$ cat config.mk
export PLATFORM = sky130hd
export DESIGN_NAME = frontend_top
export DESIGN_NICKNAME = d
export VERILOG_FILES = /design/src/core_pkg.sv /design/src/fetch_unit.sv /design/src/instruction_buffer.sv /design/src/decode_lane.sv /design/src/issue_register.sv /design/src/frontend_top.sv
export SDC_FILE = /design/constraint.sdc
export NUM_CORES = 1
export LEC_CHECK = 0
export ABC_AREA = 0
export ABC_CLOCK_PERIOD_IN_PS = 15590
export BUFFER_PORTS_ARGS = -buffer_cell sky130_fd_sc_hd__buf_2
export CAP_MARGIN = 20
export CORE_MARGIN = 4
export CORE_UTILIZATION = 50
export CTS_BUF_LIST = sky130_fd_sc_hd__clkbuf_16
export DETAILED_ROUTE_END_ITERATION = 10
export PLACE_DENSITY = 0.71
export SLEW_MARGIN = 20
export SYNTH_ARGS = -nofsm -noshare
export SYNTH_HDL_FRONTEND = slang
export SYNTH_SLANG_ARGS = --single-unit
$ cat constraint.sdc
create_clock -name clk -period 15.59 [get_ports clk]
set_input_delay 2.3385 -clock clk [delete_from_list [all_inputs] [get_ports clk]]
set_output_delay 2.3385 -clock clk [all_outputs]
set_load 0.02 [all_outputs]
$ cat src/core_pkg.sv
package core_pkg;

    // ========================================================================
    // Widths
    // ========================================================================

    parameter int XLEN        = 32;
    // Instructions per fetch bundle
    parameter int ISSUE_WIDTH = 3;

    // Architectural register index
    typedef logic [4:0] reg_addr_t;

    // RV32I major opcodes known to the decoder
    typedef enum logic [6:0] {
        OPC_LUI    = 7'b0110111,
        OPC_AUIPC  = 7'b0010111,
        OPC_JAL    = 7'b1101111,
        OPC_JALR   = 7'b1100111,
        OPC_BRANCH = 7'b1100011,
        OPC_LOAD   = 7'b0000011,
        OPC_STORE  = 7'b0100011,
        OPC_OP_IMM = 7'b0010011,
        OPC_OP     = 7'b0110011,
        OPC_SYSTEM = 7'b1110011
    } opcode_e;

    // ========================================================================
    // Instruction formats, one word read six ways
    // ========================================================================

    typedef struct packed {
        logic [6:0] funct7;
        reg_addr_t  rs2;
        reg_addr_t  rs1;
        logic [2:0] funct3;
        reg_addr_t  rd;
        logic [6:0] opcode;
    } r_type_t;

    typedef struct packed {
        logic [11:0] imm;
        reg_addr_t   rs1;
        logic [2:0]  funct3;
        reg_addr_t   rd;
        logic [6:0]  opcode;
    } i_type_t;

    // Store immediate split around rs2/rs1
    typedef struct packed {
        logic [6:0] imm_hi;
        reg_addr_t  rs2;
        reg_addr_t  rs1;
        logic [2:0] funct3;
        logic [4:0] imm_lo;
        logic [6:0] opcode;
    } s_type_t;

    // Branch offset bits scattered, bit 0 implied zero
    typedef struct packed {
        logic       imm12;
        logic [5:0] imm10_5;
        reg_addr_t  rs2;
        reg_addr_t  rs1;
        logic [2:0] funct3;
        logic [3:0] imm4_1;
        logic       imm11;
        logic [6:0] opcode;
    } b_type_t;

    typedef struct packed {
        logic [19:0] imm;
        reg_addr_t   rd;
        logic [6:0]  opcode;
    } u_type_t;

    typedef struct packed {
        logic       imm20;
        logic [9:0] imm10_1;
        logic       imm11;
        logic [7:0] imm19_12;
        reg_addr_t  rd;
        logic [6:0] opcode;
    } j_type_t;

    typedef union packed {
        logic [XLEN-1:0] raw;
        r_type_t         r_type;
        i_type_t         i_type;
        s_type_t         s_type;
        b_type_t         b_type;
        u_type_t         u_type;
        j_type_t         j_type;
    } instr_t;

    // Decoded class, one per opcode plus illegal
    typedef enum logic [3:0] {
        CLS_LUI,
        CLS_AUIPC,
        CLS_JAL,
        CLS_JALR,
        CLS_BRANCH,
        CLS_LOAD,
        CLS_STORE,
        CLS_OP_IMM,
        CLS_OP,
        CLS_SYSTEM,
        CLS_ILLEGAL
    } inst_class_e;

    // ========================================================================
    // Bundles between stages
    // ========================================================================

    // Lane k sits at pc + 4k
    typedef struct packed {
        logic [XLEN-1:0]              pc;
        instr_t [ISSUE_WIDTH-1:0]     words;
    } fetch_bundle_t;

    typedef struct packed {
        logic [XLEN-1:0] pc;
        inst_class_e     inst_class;
        reg_addr_t       rd;
        reg_addr_t       rs1;
        reg_addr_t       rs2;
        logic            rd_write;
        logic [XLEN-1:0] imm;
    } decoded_t;

    // Indexed by lane
    typedef decoded_t [ISSUE_WIDTH-1:0] decoded_bundle_t;

    typedef struct packed {
        logic [31:0] cycles;
        logic [31:0] fetched;
        logic [31:0] issued;
        logic [31:0] buffer_stalls;
    } perf_t;

endpackage

$ cat src/fetch_unit.sv
`timescale 1ns/1ps

module fetch_unit #(
    parameter logic [core_pkg::XLEN-1:0] RESET_PC = '0
) (
    input  logic                                               clk,
    input  logic                                               reset,
    // Buffer back-pressure
    input  logic                                               full_i,
    // Three-port instruction memory, same-cycle answer
    input  core_pkg::instr_t [core_pkg::ISSUE_WIDTH-1:0]       inst_data_i,
    output logic [core_pkg::ISSUE_WIDTH-1:0][core_pkg::XLEN-1:0] inst_addr_o,
    // Bundle push towards the buffer
    output logic                                               push_o,
    output core_pkg::fetch_bundle_t                            push_bundle_o,
    output logic                                               stall_o
);

    import core_pkg::*;

    // Bytes covered by one bundle
    localparam logic [XLEN-1:0] BUNDLE_BYTES = XLEN'(4 * ISSUE_WIDTH);

    // PC of lane 0
    logic [XLEN-1:0] pc_q;

    // ========================================================================
    // Fetch addresses
    // ========================================================================

    // Consecutive words pc, pc+4, pc+8
    always_comb begin
        for (int k = 0; k < ISSUE_WIDTH; k++) begin
            inst_addr_o[k] = pc_q + XLEN'(4 * k);
        end
    end

    // ========================================================================
    // Push and stall
    // ========================================================================

    // Push whenever the buffer has room
    assign push_o  = !full_i;
    // Full buffer means a lost fetch slot
    assign stall_o = full_i;

    // Memory words go straight into the bundle
    assign push_bundle_o.pc    = pc_q;
    assign push_bundle_o.words = inst_data_i;

    // PC advances by a whole bundle on push, holds otherwise
    always_ff @(posedge clk or negedge reset) begin
        if (!reset) begin
            pc_q <= RESET_PC;
        end else if (push_o) begin
            pc_q <= pc_q + BUNDLE_BYTES;
        end
    end

endmodule

$ cat src/instruction_buffer.sv
`timescale 1ns/1ps

module instruction_buffer #(
    parameter int unsigned BUFFER_DEPTH = 4
) (
    input  logic                    clk,
    input  logic                    reset,
    // Write side from fetch
    input  logic                    push_i,
    input  core_pkg::fetch_bundle_t push_bundle_i,
    // Read side towards decode
    input  logic                    pop_i,
    output core_pkg::fetch_bundle_t head_o,
    output logic                    not_empty_o,
    output logic                    full_o
);

    import core_pkg::*;

    // At least one pointer bit, even for depth 1
    localparam int PTR_W = (BUFFER_DEPTH > 1) ? $clog2(BUFFER_DEPTH) : 1;
    localparam logic [PTR_W-1:0] LAST_SLOT = PTR_W'(BUFFER_DEPTH - 1);
    localparam logic [PTR_W:0]   DEPTH_CNT = (PTR_W + 1)'(BUFFER_DEPTH);

    // Bundle storage
    fetch_bundle_t    mem_q [BUFFER_DEPTH];

    logic [PTR_W-1:0] wr_ptr_q;
    logic [PTR_W-1:0] rd_ptr_q;
    // Occupancy, 0 to BUFFER_DEPTH
    logic [PTR_W:0]   count_q;

    logic             wr_en;
    logic             rd_en;

    // Wrap without needing a power-of-two depth
    function automatic logic [PTR_W-1:0] next_ptr(input logic [PTR_W-1:0] ptr);
        return (ptr == LAST_SLOT) ? '0 : ptr + 1'b1;
    endfunction

    // ========================================================================
    // Status and handshake
    // ========================================================================

    assign not_empty_o = (count_q != '0);
    assign full_o      = (count_q == DEPTH_CNT);

    // Push into a full buffer only if a slot frees in the same cycle
    assign wr_en = push_i && (!full_o || pop_i);
    assign rd_en = pop_i && not_empty_o;

    // Head read straight from storage
    assign head_o = mem_q[rd_ptr_q];

    // ========================================================================
    // Pointers and occupancy
    // ========================================================================

    always_ff @(posedge clk or negedge reset) begin
        if (!reset) begin
            wr_ptr_q <= '0;
            rd_ptr_q <= '0;
            count_q  <= '0;
        end else begin
            if (wr_en) begin
                wr_ptr_q <= next_ptr(wr_ptr_q);
            end
            if (rd_en) begin
                rd_ptr_q <= next_ptr(rd_ptr_q);
            end
            // Simultaneous push and pop leave the count alone
            case ({wr_en, rd_en})
                2'b10:   count_q <= count_q + 1'b1;
                2'b01:   count_q <= count_q - 1'b1;
                default: count_q <= count_q;
            endcase
        end
    end

    // Storage write
    always_ff @(posedge clk) begin
        if (wr_en) begin
            mem_q[wr_ptr_q] <= push_bundle_i;
        end
    end

endmodule

$ cat src/decode_lane.sv
`timescale 1ns/1ps

module decode_lane (
    input  core_pkg::instr_t           word_i,
    input  logic [core_pkg::XLEN-1:0]  pc_i,
    output core_pkg::decoded_t         decoded_o
);

    import core_pkg::*;

    decoded_t dec;
    // Class allowed to write rd at all
    logic     writes_rd;

    // ========================================================================
    // Opcode decode and immediate build
    // ========================================================================

    always_comb begin
        dec    = '0;
        dec.pc = pc_i;
        // Opcode lives at the same bits in every format
        case (opcode_e'(word_i.raw[6:0]))
            OPC_OP: begin
                dec.inst_class = CLS_OP;
                dec.rd         = word_i.r_type.rd;
                dec.rs1        = word_i.r_type.rs1;
                dec.rs2        = word_i.r_type.rs2;
            end
            OPC_OP_IMM, OPC_LOAD, OPC_JALR, OPC_SYSTEM: begin
                case (opcode_e'(word_i.raw[6:0]))
                    OPC_OP_IMM: dec.inst_class = CLS_OP_IMM;
                    OPC_LOAD:   dec.inst_class = CLS_LOAD;
                    OPC_JALR:   dec.inst_class = CLS_JALR;
                    default:    dec.inst_class = CLS_SYSTEM;
                endcase
                dec.rd  = word_i.i_type.rd;
                dec.rs1 = word_i.i_type.rs1;
                dec.imm = {{20{word_i.i_type.imm[11]}}, word_i.i_type.imm};
            end
            OPC_STORE: begin
                dec.inst_class = CLS_STORE;
                dec.rs1        = word_i.s_type.rs1;
                dec.rs2        = word_i.s_type.rs2;
                dec.imm        = {{20{word_i.s_type.imm_hi[6]}},
                                  word_i.s_type.imm_hi, word_i.s_type.imm_lo};
            end
            OPC_BRANCH: begin
                dec.inst_class = CLS_BRANCH;
                dec.rs1        = word_i.b_type.rs1;
                dec.rs2        = word_i.b_type.rs2;
                // Even offset, bit 0 always zero
                dec.imm        = {{19{word_i.b_type.imm12}}, word_i.b_type.imm12,
                                  word_i.b_type.imm11, word_i.b_type.imm10_5,
                                  word_i.b_type.imm4_1, 1'b0};
            end
            OPC_LUI, OPC_AUIPC: begin
                dec.inst_class = (word_i.raw[6:0] == OPC_LUI) ? CLS_LUI : CLS_AUIPC;
                dec.rd         = word_i.u_type.rd;
                // Upper 20 bits, low 12 zero
                dec.imm        = {word_i.u_type.imm, 12'b0};
            end
            OPC_JAL: begin
                dec.inst_class = CLS_JAL;
                dec.rd         = word_i.j_type.rd;
                dec.imm        = {{11{word_i.j_type.imm20}}, word_i.j_type.imm20,
                                  word_i.j_type.imm19_12, word_i.j_type.imm11,
                                  word_i.j_type.imm10_1, 1'b0};
            end
            default: begin
                // Unknown opcode, registers and immediate stay zero
                dec.inst_class = CLS_ILLEGAL;
            end
        endcase
    end

    // ========================================================================
    // Register write flag
    // ========================================================================

    // Branches, stores and illegal words never write rd
    assign writes_rd = !(dec.inst_class inside {CLS_BRANCH, CLS_STORE, CLS_ILLEGAL});

    // x0 writes are dropped here
    always_comb begin
        decoded_o          = dec;
        decoded_o.rd_write = writes_rd && (dec.rd != '0);
    end

endmodule

$ cat src/issue_register.sv
`timescale 1ns/1ps

module issue_register (
    input  logic                      clk,
    input  logic                      reset,
    // Decoded lanes of the buffer head
    input  core_pkg::decoded_bundle_t lanes_i,
    input  logic                      not_empty_i,
    // Fetch events for the counters
    input  logic                      push_i,
    input  logic                      stall_i,
    // Output handshake
    input  logic                      out_ready_i,
    output logic                      pop_o,
    output logic                      out_valid_o,
    output core_pkg::decoded_bundle_t out_bundle_o,
    output core_pkg::perf_t           perf_o
);

    import core_pkg::*;

    // Instructions per pushed or issued bundle
    localparam logic [31:0] BUNDLE_INSTRS = 32'(ISSUE_WIDTH);

    // Stage empty, or its content leaves this cycle
    logic can_load;
    // Bundle accepted downstream on this edge
    logic transfer;

    // ========================================================================
    // One-entry output stage
    // ========================================================================

    assign can_load = !out_valid_o || out_ready_i;
    assign pop_o    = not_empty_i && can_load;
    assign transfer = out_valid_o && out_ready_i;

    // Valid follows the buffer whenever the stage may load
    always_ff @(posedge clk or negedge reset) begin
        if (!reset) begin
            out_valid_o <= 1'b0;
        end else if (can_load) begin
            out_valid_o <= not_empty_i;
        end
    end

    // Payload only moves on pop, so it holds under back-pressure
    always_ff @(posedge clk) begin
        if (pop_o) begin
            out_bundle_o <= lanes_i;
        end
    end

    // ========================================================================
    // Performance counters
    // ========================================================================

    always_ff @(posedge clk or negedge reset) begin
        if (!reset) begin
            perf_o <= '0;
        end else begin
            perf_o.cycles <= perf_o.cycles + 1'b1;
            // Whole bundles, three at a time
            if (push_i) begin
                perf_o.fetched <= perf_o.fetched + BUNDLE_INSTRS;
            end
            if (transfer) begin
                perf_o.issued <= perf_o.issued + BUNDLE_INSTRS;
            end
            // One per cycle with fetch blocked by a full buffer
            if (stall_i) begin
                perf_o.buffer_stalls <= perf_o.buffer_stalls + 1'b1;
            end
        end
    end

endmodule

$ cat src/frontend_top.sv
`timescale 1ns/1ps

module frontend_top #(
    parameter int unsigned               BUFFER_DEPTH = 4,
    parameter logic [core_pkg::XLEN-1:0] RESET_PC     = '0
) (
    input  logic                                                 clk,
    input  logic                                                 reset,
    // Instruction memory
    output logic [core_pkg::ISSUE_WIDTH-1:0][core_pkg::XLEN-1:0] inst_addr_o,
    input  core_pkg::instr_t [core_pkg::ISSUE_WIDTH-1:0]         inst_data_i,
    // Issue handshake
    output logic                                                 out_valid_o,
    input  logic                                                 out_ready_i,
    output core_pkg::decoded_bundle_t                            out_bundle_o,
    output core_pkg::perf_t                                      perf_o
);

    import core_pkg::*;

    // Fetch to buffer
    logic            push;
    fetch_bundle_t   push_bundle;
    logic            stall;
    logic            full;
    // Buffer to decode and issue
    fetch_bundle_t   head;
    logic            not_empty;
    logic            pop;
    decoded_bundle_t lanes;

    fetch_unit #(
        .RESET_PC(RESET_PC)
    ) i_fetch_unit (
        .clk          (clk),
        .reset        (reset),
        .full_i       (full),
        .inst_data_i  (inst_data_i),
        .inst_addr_o  (inst_addr_o),
        .push_o       (push),
        .push_bundle_o(push_bundle),
        .stall_o      (stall)
    );

    instruction_buffer #(
        .BUFFER_DEPTH(BUFFER_DEPTH)
    ) i_instruction_buffer (
        .clk          (clk),
        .reset        (reset),
        .push_i       (push),
        .push_bundle_i(push_bundle),
        .pop_i        (pop),
        .head_o       (head),
        .not_empty_o  (not_empty),
        .full_o       (full)
    );

    // One decoder per word of the head bundle
    for (genvar k = 0; k < ISSUE_WIDTH; k++) begin : g_lane
        decode_lane i_decode_lane (
            .word_i   (head.words[k]),
            .pc_i     (head.pc + XLEN'(4 * k)),
            .decoded_o(lanes[k])
        );
    end

    issue_register i_issue_register (
        .clk         (clk),
        .reset       (reset),
        .lanes_i     (lanes),
        .not_empty_i (not_empty),
        .push_i      (push),
        .stall_i     (stall),
        .out_ready_i (out_ready_i),
        .pop_o       (pop),
        .out_valid_o (out_valid_o),
        .out_bundle_o(out_bundle_o),
        .perf_o      (perf_o)
    );

endmodule

* After elaboration in Yosys (flattened, before gate mapping)
Memory sizes are Yosys's and may differ from the RTL's. Index checks and enable logic that the tools add are counted.
Storage, ports and cells: memory bits (read-only) 0, bits in registers 420, memory bits (writable) 512, memories kept 1, output and inout bits 477, logic and storage cells 145, input bits 99, bits in latches 0
Memories:
- i_instruction_buffer.mem_q | words 4, width 128, read ports 1, clocked after memory_dff 0, write ports 1, RTL line instruction_buffer.sv:26 | fetch_bundle_t mem_q [BUFFER_DEPTH];
Operators by class: $mul 0, divide/modulo/power cells 0, equal/unequal tests 44, reduce and logical (&&, ||, !) cells 37, bitwise operators 0, add/subtract/negate cells 13, shift operators 0, order comparisons 0, muxes and demuxes 20
Operator list (count):
- $pmux 32 s5 | 3
- $add 32x4->32 const B | 3
- $eq 7x7->1 const B | 12
- $pmux 4 s6 | 3
- $add 32x1->32 const B | 2
- $add 32x2->32 const B | 2
- $add 32x3->32 const B | 2
- $eq 7x6->1 const B | 9
- $eq 7x5->1 const B | 6
- $pmux 4 s3 | 3
- $eq 4x3->1 const B | 6
- $reduce_or 8->1 | 3
- $eq 7x2->1 const B | 3
- $reduce_or 7->1 | 3
- $mux 5 | 3
- $reduce_bool 5->1 | 3
- $eq 4x4->1 const B | 3
- $reduce_bool 3->1 | 4
- $reduce_or 4->1 | 3
- $reduce_or 3->1 | 3
- $logic_and 1x1->1 | 7
- $eq 2x2->1 const B | 3
- $pmux 3 s2 | 1
- $reduce_or 2->1 | 3
- other kinds (10) | 21

* Logic depth before layout (Yosys ltp)
Gate-level depths: netlist (run 1). An unclocked memory read counts as a cell.
depth in word-level cells 8, gate-level depth with buffers 13, mapped depth without buffers 7

* Cells and area by module
From an unflattened synthesis (run 1), not the netlist that was laid out.
Unflattened totals: cells, all modules 2490, area total of the unflattened synthesis 40107.2 um^2
By module, submodules not included:
- instruction_buffer | seq. area each 15549.9 um^2, area an instance 18936.9 um^2, times used 1, cells an instance 710
- issue_register | seq. area each 10795.4 um^2, area an instance 13351.6 um^2, times used 1, cells an instance 751
- fetch_unit | seq. area each 750.7 um^2, area an instance 3540.9 um^2, times used 1, cells an instance 416
- decode_lane | seq. area each 0.0 um^2, area an instance 1073.5 um^2, times used 3, cells an instance 151
- frontend_top | seq. area each 0.0 um^2, area an instance 1057.3 um^2, times used 1, cells an instance 160

* Worst setup path after synthesis (run 1)
No wires, ideal clock.
path type input to register, start point input port out_ready_i, end point register i_instruction_buffer.count_q[1], library setup time 0.079 ns, setup slack -0.814 ns, arrival 16.325 ns, stages 5, path buffers 0, data required time 15.511 ns, path through inv_1 > a21oi_1 > ha_1 > nor2_1 > xor2_1
On the way: word-level cells in the longest chain between the ends 6, elaborated cells between the ends (all ways) 9, those cells by class eq/ne: 2; mux: 1; reduce/logical: 6
Ends and longest elaborated chain:
- start: declaration | RTL line frontend_top.sv:14 | input logic out_ready_i,
- $logic_or 1x1->1 (*) | RTL line issue_register.sv:34 | assign can_load = !out_valid_o || out_ready_i;
- $logic_and 1x1->1 (*) | RTL line issue_register.sv:35 | assign pop_o = not_empty_i && can_load;
- net i_instruction_buffer.pop_i | RTL line instruction_buffer.sv:12 | input logic pop_i,
- $logic_or 1x1->1 | RTL line instruction_buffer.sv:49 | assign wr_en = push_i && (!full_o || pop_i);
- $logic_and 1x1->1 | RTL line instruction_buffer.sv:49
- $eq 2x1->1 or $eq 2x2->1 (tied branches) | RTL line instruction_buffer.sv:72 | case ({wr_en, rd_en})
- $pmux 3 s2 or $reduce_bool 2->1 (tied branches)
- end signal: assignment | RTL line instruction_buffer.sv:73 | 2'b10: count_q <= count_q + 1'b1;
- end signal: assignment | RTL line instruction_buffer.sv:74 | 2'b01: count_q <= count_q - 1'b1;
- end signal: assignment | RTL line instruction_buffer.sv:75 | default: count_q <= count_q;
- end: declaration | RTL line instruction_buffer.sv:31 | logic [PTR_W:0] count_q;
The timed path passes the listed nets; every way through them passes the cells marked *. A chain may end at the register's enable or synchronous reset.

==> results of run 1 <==
worst paths after layout:
kind	slack, ns	cells past startpoint	to
min in group asynchronous	1.79	1	i_fetch_unit.pc_q[3]
max	10.01	6	inst_addr_o[56]
min	0.47	1	i_issue_register.perf_o[127]
min reg2reg	0.47	1	i_issue_register.perf_o[127]
max reg2reg	11.42	8	i_issue_register.out_bundle_o[165]
max in group asynchronous	12.29	2	i_issue_register.perf_o[113]
synth_stat cells, types with 16 or more instances:
cell type	number	area [um2]
dfrtp_1	166	4150
a21oi_1	27	135
clkbuf_1	43	161
edfxtp_1	749	22500
ha_1	16	200
a21o_1	48	360
nand2b_1	17	106
xor2_1	106	928
inv_1	28	105
buf_4	22	165
and4_1	32	280
nor2_1	95	357
xnor2_1	163	1430
nor3_1	29	145
nand4_1	59	369
buf_2	28	140
o21ai_0	21	105
and2_1	75	469
mux4_2	117	2640
and3_1	35	219
nand2_1	164	616
nand3_1	66	330
area by class of cell:
type / count / area (um2)
Fill cell: 5582 / 30300
Sequential cell: 915 / 26700
Multi-Input combinational cell: 1232 / 10200
Timing Repair Buffer: 582 / 3000
Clock buffer: 95 / 2380
Tap cell: 969 / 1210
Clock inverter: 78 / 624
Inverter: 29 / 109
Antenna cell: 15 / 37.5
registers in the layout, indices dropped and copies added (netlist names):
register / flops
i_instruction_buffer.rd_ptr_q: 2
i_instruction_buffer.mem_q: 504
i_issue_register.out_bundle_o: 245
i_issue_register.perf_o: 128
i_instruction_buffer.count_q: 3
i_instruction_buffer.wr_ptr_q: 2
i_issue_register.out_valid_o: 1
i_fetch_unit.pc_q: 30
through the flow:
stage	utilization, %	instances	setup WS, ns	hold WS (ns)
floorplan	-	2290	5.15	0.457
CTS	59.2	3899	10.09	0.474
global placement	55.2	3726	10.91	0.450
detailed placement	55.2	3726	10.81	0.457
global route	59.3	3902	9.86	0.486
finish	59.3	3915	10.01	0.471
critical path, stage by stage (launching register included):
cell and delay, ns:
dfrtp_1 0.70, and4_1 0.38, nand2_1 0.15, nor4_1 0.80, nand2_1 0.17, xnor2_1 0.20
buf_2 0.20
per-layer routing:
metal / routed length [um] / part of all wire, % / up-vias / track usage, %
met3: 7410 / 8.2 / 206 / 5.29
met2: 43700 / 49 / 842 / 36.5
met1: 36000 / 40 / 11200 / 29.8
li1: - / - / 9762 / -
met5: 133 / 0.15 / - / 0
met4: 2540 / 2.8 / 20 / 6.70
cells by family after synthesis:
logic type / share of synthesized area, %
AND/OR/NAND/NOR: 9.25
buffers and inverters: 2.06
XOR/XNOR: 6.28
adder cells (fa/ha/maj): 0.534
multiplexers: 7.62
AO/OA/AOI/OAI: 3.21
flip-flops: 71.0
other: 0.0100
report_power, final:
part,internal (mW),leakage [nW],switching [mW],total (mW)
combinational,1.04,6.68,2.13,3.17
clock,1.22,1.54,0.921,2.14
sequential,3.73,9.41,0.317,4.04
total,5.98,17.6,3.37,9.35
==> out/qor.txt, run 1 <==
Top_reg_cell synth -> edfxtp_1
Drt wl/cell -> 22.9 um
First-pass GRT wire length -> 135,000 um
Tot Pwr -> 9.35 mW
Final WL -> 89,800 um
Worst setup path startpoint -> i_fetch_unit.pc_q[5]
Type of origin of the critical path -> register
CP arrival -> 3.24 ns
Worst-path maximum fanout -> 14
Commonest non-fill, non-tap cell in the layout -> edfxtp_1
Yosys warns -> 0
Nature of the critical path endpoint -> output pin
Final Setup Violations -> 0
VDD IR-drop max -> 154 uV
Avg Cell Area, Syn -> 16.5 um2
Die area -> 79,500 um2
Grt ovf -> 0
Die height -> 282 um
Worst hold start -> i_issue_register.perf_o[127]
# H-tree levels -> 3
Max-slew headroom -> 20.0%
Clock Latency Late Sink -> 0.64 ns
Number of gates resized after cts -> 0
Initial DRC count -> 2,065
CTS sink cnt -> 915
Boundary Pins -> 576
CP required -> 13.25 ns
Final Hold Viols -> 0
Inserted Clock Buffers -> 92
HP Class -> register to register
Synth Instances -> 2,279
Initial Util -> 50.4%
Initial antenna violation count -> 20
Fin. max-slew vios -> 0
Layout net count -> 2,967
Power Density -> 212 nW/um2
Final period util -> 35.8%
Clk_skew -> 0.0271 ns
Status -> complete, no violations
Vias/cell -> 5.62
Post-DP HPWL -> 61,600 um
Crit path time final -> 5.58 ns
Maximum clock rate -> 179 MHz
Vias -> 22,000
Post-route cell area -> 44,200 um2
Worst slew pin tran -> 1.20 ns
Fin Setup TNS -> 0 ns
Largest net degree at the start of global routing -> 165
Total track usage -> 22.2%
Worst R2R Start -> i_instruction_buffer.rd_ptr_q[1]
Die width -> 282 um
# DRC -> 0
Yosys reg bits -> 915
Yosys cell types -> 83
Vias in the first global route -> 22,000
Post-DP Area -> 41,100 um2
CTS Hold Buffers Added -> 0
Setup bufs post-CTS -> 0
MaxCap Viol Count -> 0
Root Buffer -> clkbuf_16
RSZ-0062 raised after global routing -> false
Layout cells sized above 1 -> 30.2%
Drt first pass iters -> 6
Clk slew on worst S/H paths -> 0.06 ns
Layout area overhead -> 17.7%
Number of routed nets with antenna violations -> 0
Most frequent cells in the layout -> edfxtp_1, buf_2, nand2_1, dfrtp_1, xnor2_1
# port buffers -> 563
CTS tree -> yes
Sequential share of the synthesized area -> 71.0%
GP Congestion -> 0.935
Longest Clk Path Bufs -> 3
Post-Syn Area -> 37,500 um2
Asr flop ratio synth -> 18.1%
Core Box Area -> 74,400 um2
Rows -> 100
Post-synth EDFFs -> 749
Static Leak -> 17.6 nW
CP Class -> register to output pin
No activity file was read; power rests on OpenSTA's default activity.
==> run 2, diff against run 1 <==
--- a/config.mk
+++ b/config.mk
@@ -6,14 +6,14 @@
 export NUM_CORES = 1
 export LEC_CHECK = 0
 export ABC_AREA = 0
-export ABC_CLOCK_PERIOD_IN_PS = 15590
+export ABC_CLOCK_PERIOD_IN_PS = 5550
 export BUFFER_PORTS_ARGS = -buffer_cell sky130_fd_sc_hd__buf_2
 export CAP_MARGIN = 20
 export CORE_MARGIN = 4
 export CORE_UTILIZATION = 50
 export CTS_BUF_LIST = sky130_fd_sc_hd__clkbuf_16
 export DETAILED_ROUTE_END_ITERATION = 10
-export PLACE_DENSITY = 0.71
+export PLACE_DENSITY = 0.69
 export SLEW_MARGIN = 20
 export SYNTH_ARGS = -nofsm -noshare
 export SYNTH_HDL_FRONTEND = slang
==> constraint.sdc (replaced) <==
create_clock -name clk -period 5.55 [get_ports clk]
set_input_delay 0.8325 -clock clk [delete_from_list [all_inputs] [get_ports clk]]
set_output_delay 0.8325 -clock clk [all_outputs]
set_load 0.02 [all_outputs]
==> out/qor.txt, run 2 (synthesized netlist as in run 1, its figures left out) <==
Status -> complete, no violations
Commonest non-fill, non-tap cell in the layout -> edfxtp_1
Crit path largest cell delay -> 0.62 ns
CP arrival -> 3.29 ns
Boundary Pins -> 576
Post-route cell area -> 44,300 um2
Drt wl/cell -> 23.1 um
Die width -> 282 um
Root Buffer -> clkbuf_16
Largest net degree at the start of global routing -> 88
Switch Pwr -> 9.38 mW
Clock Latency Late Sink -> 0.64 ns
# H-tree levels -> 3
GP Congestion -> 0.886
Worst slew pin tran -> 1.07 ns
Max-slew headroom -> 29.0%
CTS sink cnt -> 915
Dpl cells -> 3,724
First-pass GRT wire length -> 135,000 um
Initial DRC count -> 1,789
Drt first pass iters -> 5
Number of routed nets with antenna violations -> 0
Power Density -> 596 nW/um2
# DRC -> 0
# port buffers -> 563
RSZ-0062 raised after global routing -> false
Top flop regs -> i_instruction_buffer.mem_q (504), i_issue_register.out_bundle_o (245), i_issue_register.perf_o (128)
Setup bufs post-CTS -> 0
Vias in the first global route -> 22,000
Die height -> 282 um
Total track usage -> 22.4%
Type of origin of the critical path -> register
Cell-internal power -> 17.0 mW
Final Hold Viols -> 0
MaxCap Viol Count -> 0
Final period util -> 74.2%
Die area -> 79,500 um2
Static Leak -> 17.7 nW
Worst-path maximum fanout -> 13
Rows -> 100
Fin Setup TNS -> 0 ns
Inserted Clock Buffers -> 94
Number of gates resized after cts -> 0
Post-DP HPWL -> 62,100 um
Layout area overhead -> 18.1%
CP required -> 4.72 ns
VDD IR-drop max -> 313 uV
Sw Ratio -> 35.5%
Final Setup Violations -> 0
Longest Clk Path Bufs -> 3
Final WL -> 90,500 um
Nature of the critical path endpoint -> output pin
Vias/cell -> 5.60
Finished Layout Cells -> 3,915
Layout net count -> 2,966
Clk_skew -> 0.0224 ns
Initial antenna violation count -> 30
CTS Hold Buffers Added -> 0
Cell breakdown of the critical path -> ha_1 > nand3_1 > nor2_1 > nand3_1 > nor3_1 > xor2_1 > buf_2
Most frequent cells in the layout -> edfxtp_1, buf_2, nand2_1, dfrtp_1, xnor2_1
Comb power frac -> 33.1%
Fin. max-slew vios -> 0
Vias -> 21,900
Layout cells sized above 1 -> 30.6%
HP Class -> primary input to async pin
Slowest CP cell -> dfrtp_1
Clk slew on worst S/H paths -> 0.06 ns
Grt ovf -> 0
CP Class -> register to output pin
Post-DP Area -> 41,200 um2
Clk pwr share -> 23.5%
Maximum clock rate -> 243 MHz
Sequential share of power -> 43.4%
Initial Util -> 50.4%
Most flops, register -> i_instruction_buffer.mem_q
Number of flip-flops in the largest register -> 504
Crit path time final -> 4.12 ns
Core Box Area -> 74,400 um2
CTS tree -> yes
Most frequent CP cell -> nand3_1
Tot Pwr -> 26.4 mW
[run 2: metrics by stage]
stage	setup WS [ns]	utilization, %	hold slack, ns
2_1_floorplan	-0.426	-	0.457
3_3_place_gp	1.90	55.3	0.452
3_5_place_dp	1.80	55.3	0.458
4_1_cts	1.34	59.4	0.183
5_1_grt	1.19	59.5	0.208
6_report	1.43	59.5	0.197
[run 2: critical path, delay by kind of cell (launching register included)]
kind | cells | cell delay [ns]
AND/OR/NAND/NOR | 4 | 1.31
buffers and inverters | 1 | 0.21
flip-flops | 1 | 0.62
adder cells (fa/ha/maj) | 1 | 0.32
XOR/XNOR | 1 | 0.19
[run 2: cell type report]
| class | instances | area (um2) |
|---|---|---|
| inverters | 29 | 116 |
| fillers | 5575 | 30200 |
| repair buffers | 579 | 3020 |
| flip-flops and latches | 915 | 26700 |
| multi-input cells | 1232 | 10200 |
| clock inverters | 76 | 664 |
| diodes | 18 | 45.0 |
| well taps | 969 | 1210 |
| clock buffers | 97 | 2430 |
[run 2: power by group through the flow]
stage | clock [mW] | combinational, mW | sequential, mW
4_1_cts | 6.37 | 8.85 | 11.5
3_5_place_dp | 0 | 8.82 | 11.6
2_1_floorplan | 0 | 5.11 | 12.5
5_1_grt | 6.68 | 9.37 | 11.7
3_3_place_gp | 0 | 8.68 | 11.5
6_report | 6.21 | 8.73 | 11.5
[run 2: layer usage]
layer / track usage, % / vias to the layer above / routed length [um]
met5: 0 / - / 172
met4: 6.57 / 24 / 2020
met3: 6.22 / 155 / 7700
met2: 36.8 / 865 / 45000
met1: 29.6 / 11100 / 35600
li1: - / 9780 / -
[run 2: path summary, 6_finish.rpt]
kind                                                   from                            endpoint  slack, ns  cells after the start
max                                    i_fetch_unit.pc_q[4]                     inst_addr_o[59]       1.43                      7
min                                                   reset         i_issue_register.perf_o[74]       0.20                      1
max reg2reg                i_instruction_buffer.rd_ptr_q[1]  i_issue_register.out_bundle_o[108]       1.82                      7
min reg2reg                     i_issue_register.perf_o[31]         i_issue_register.perf_o[31]       0.47                      1
max in group asynchronous                             reset        i_issue_register.perf_o[124]       4.15                      2
min in group clk                            inst_data_i[28]   i_instruction_buffer.mem_q[0][28]       0.40                      1
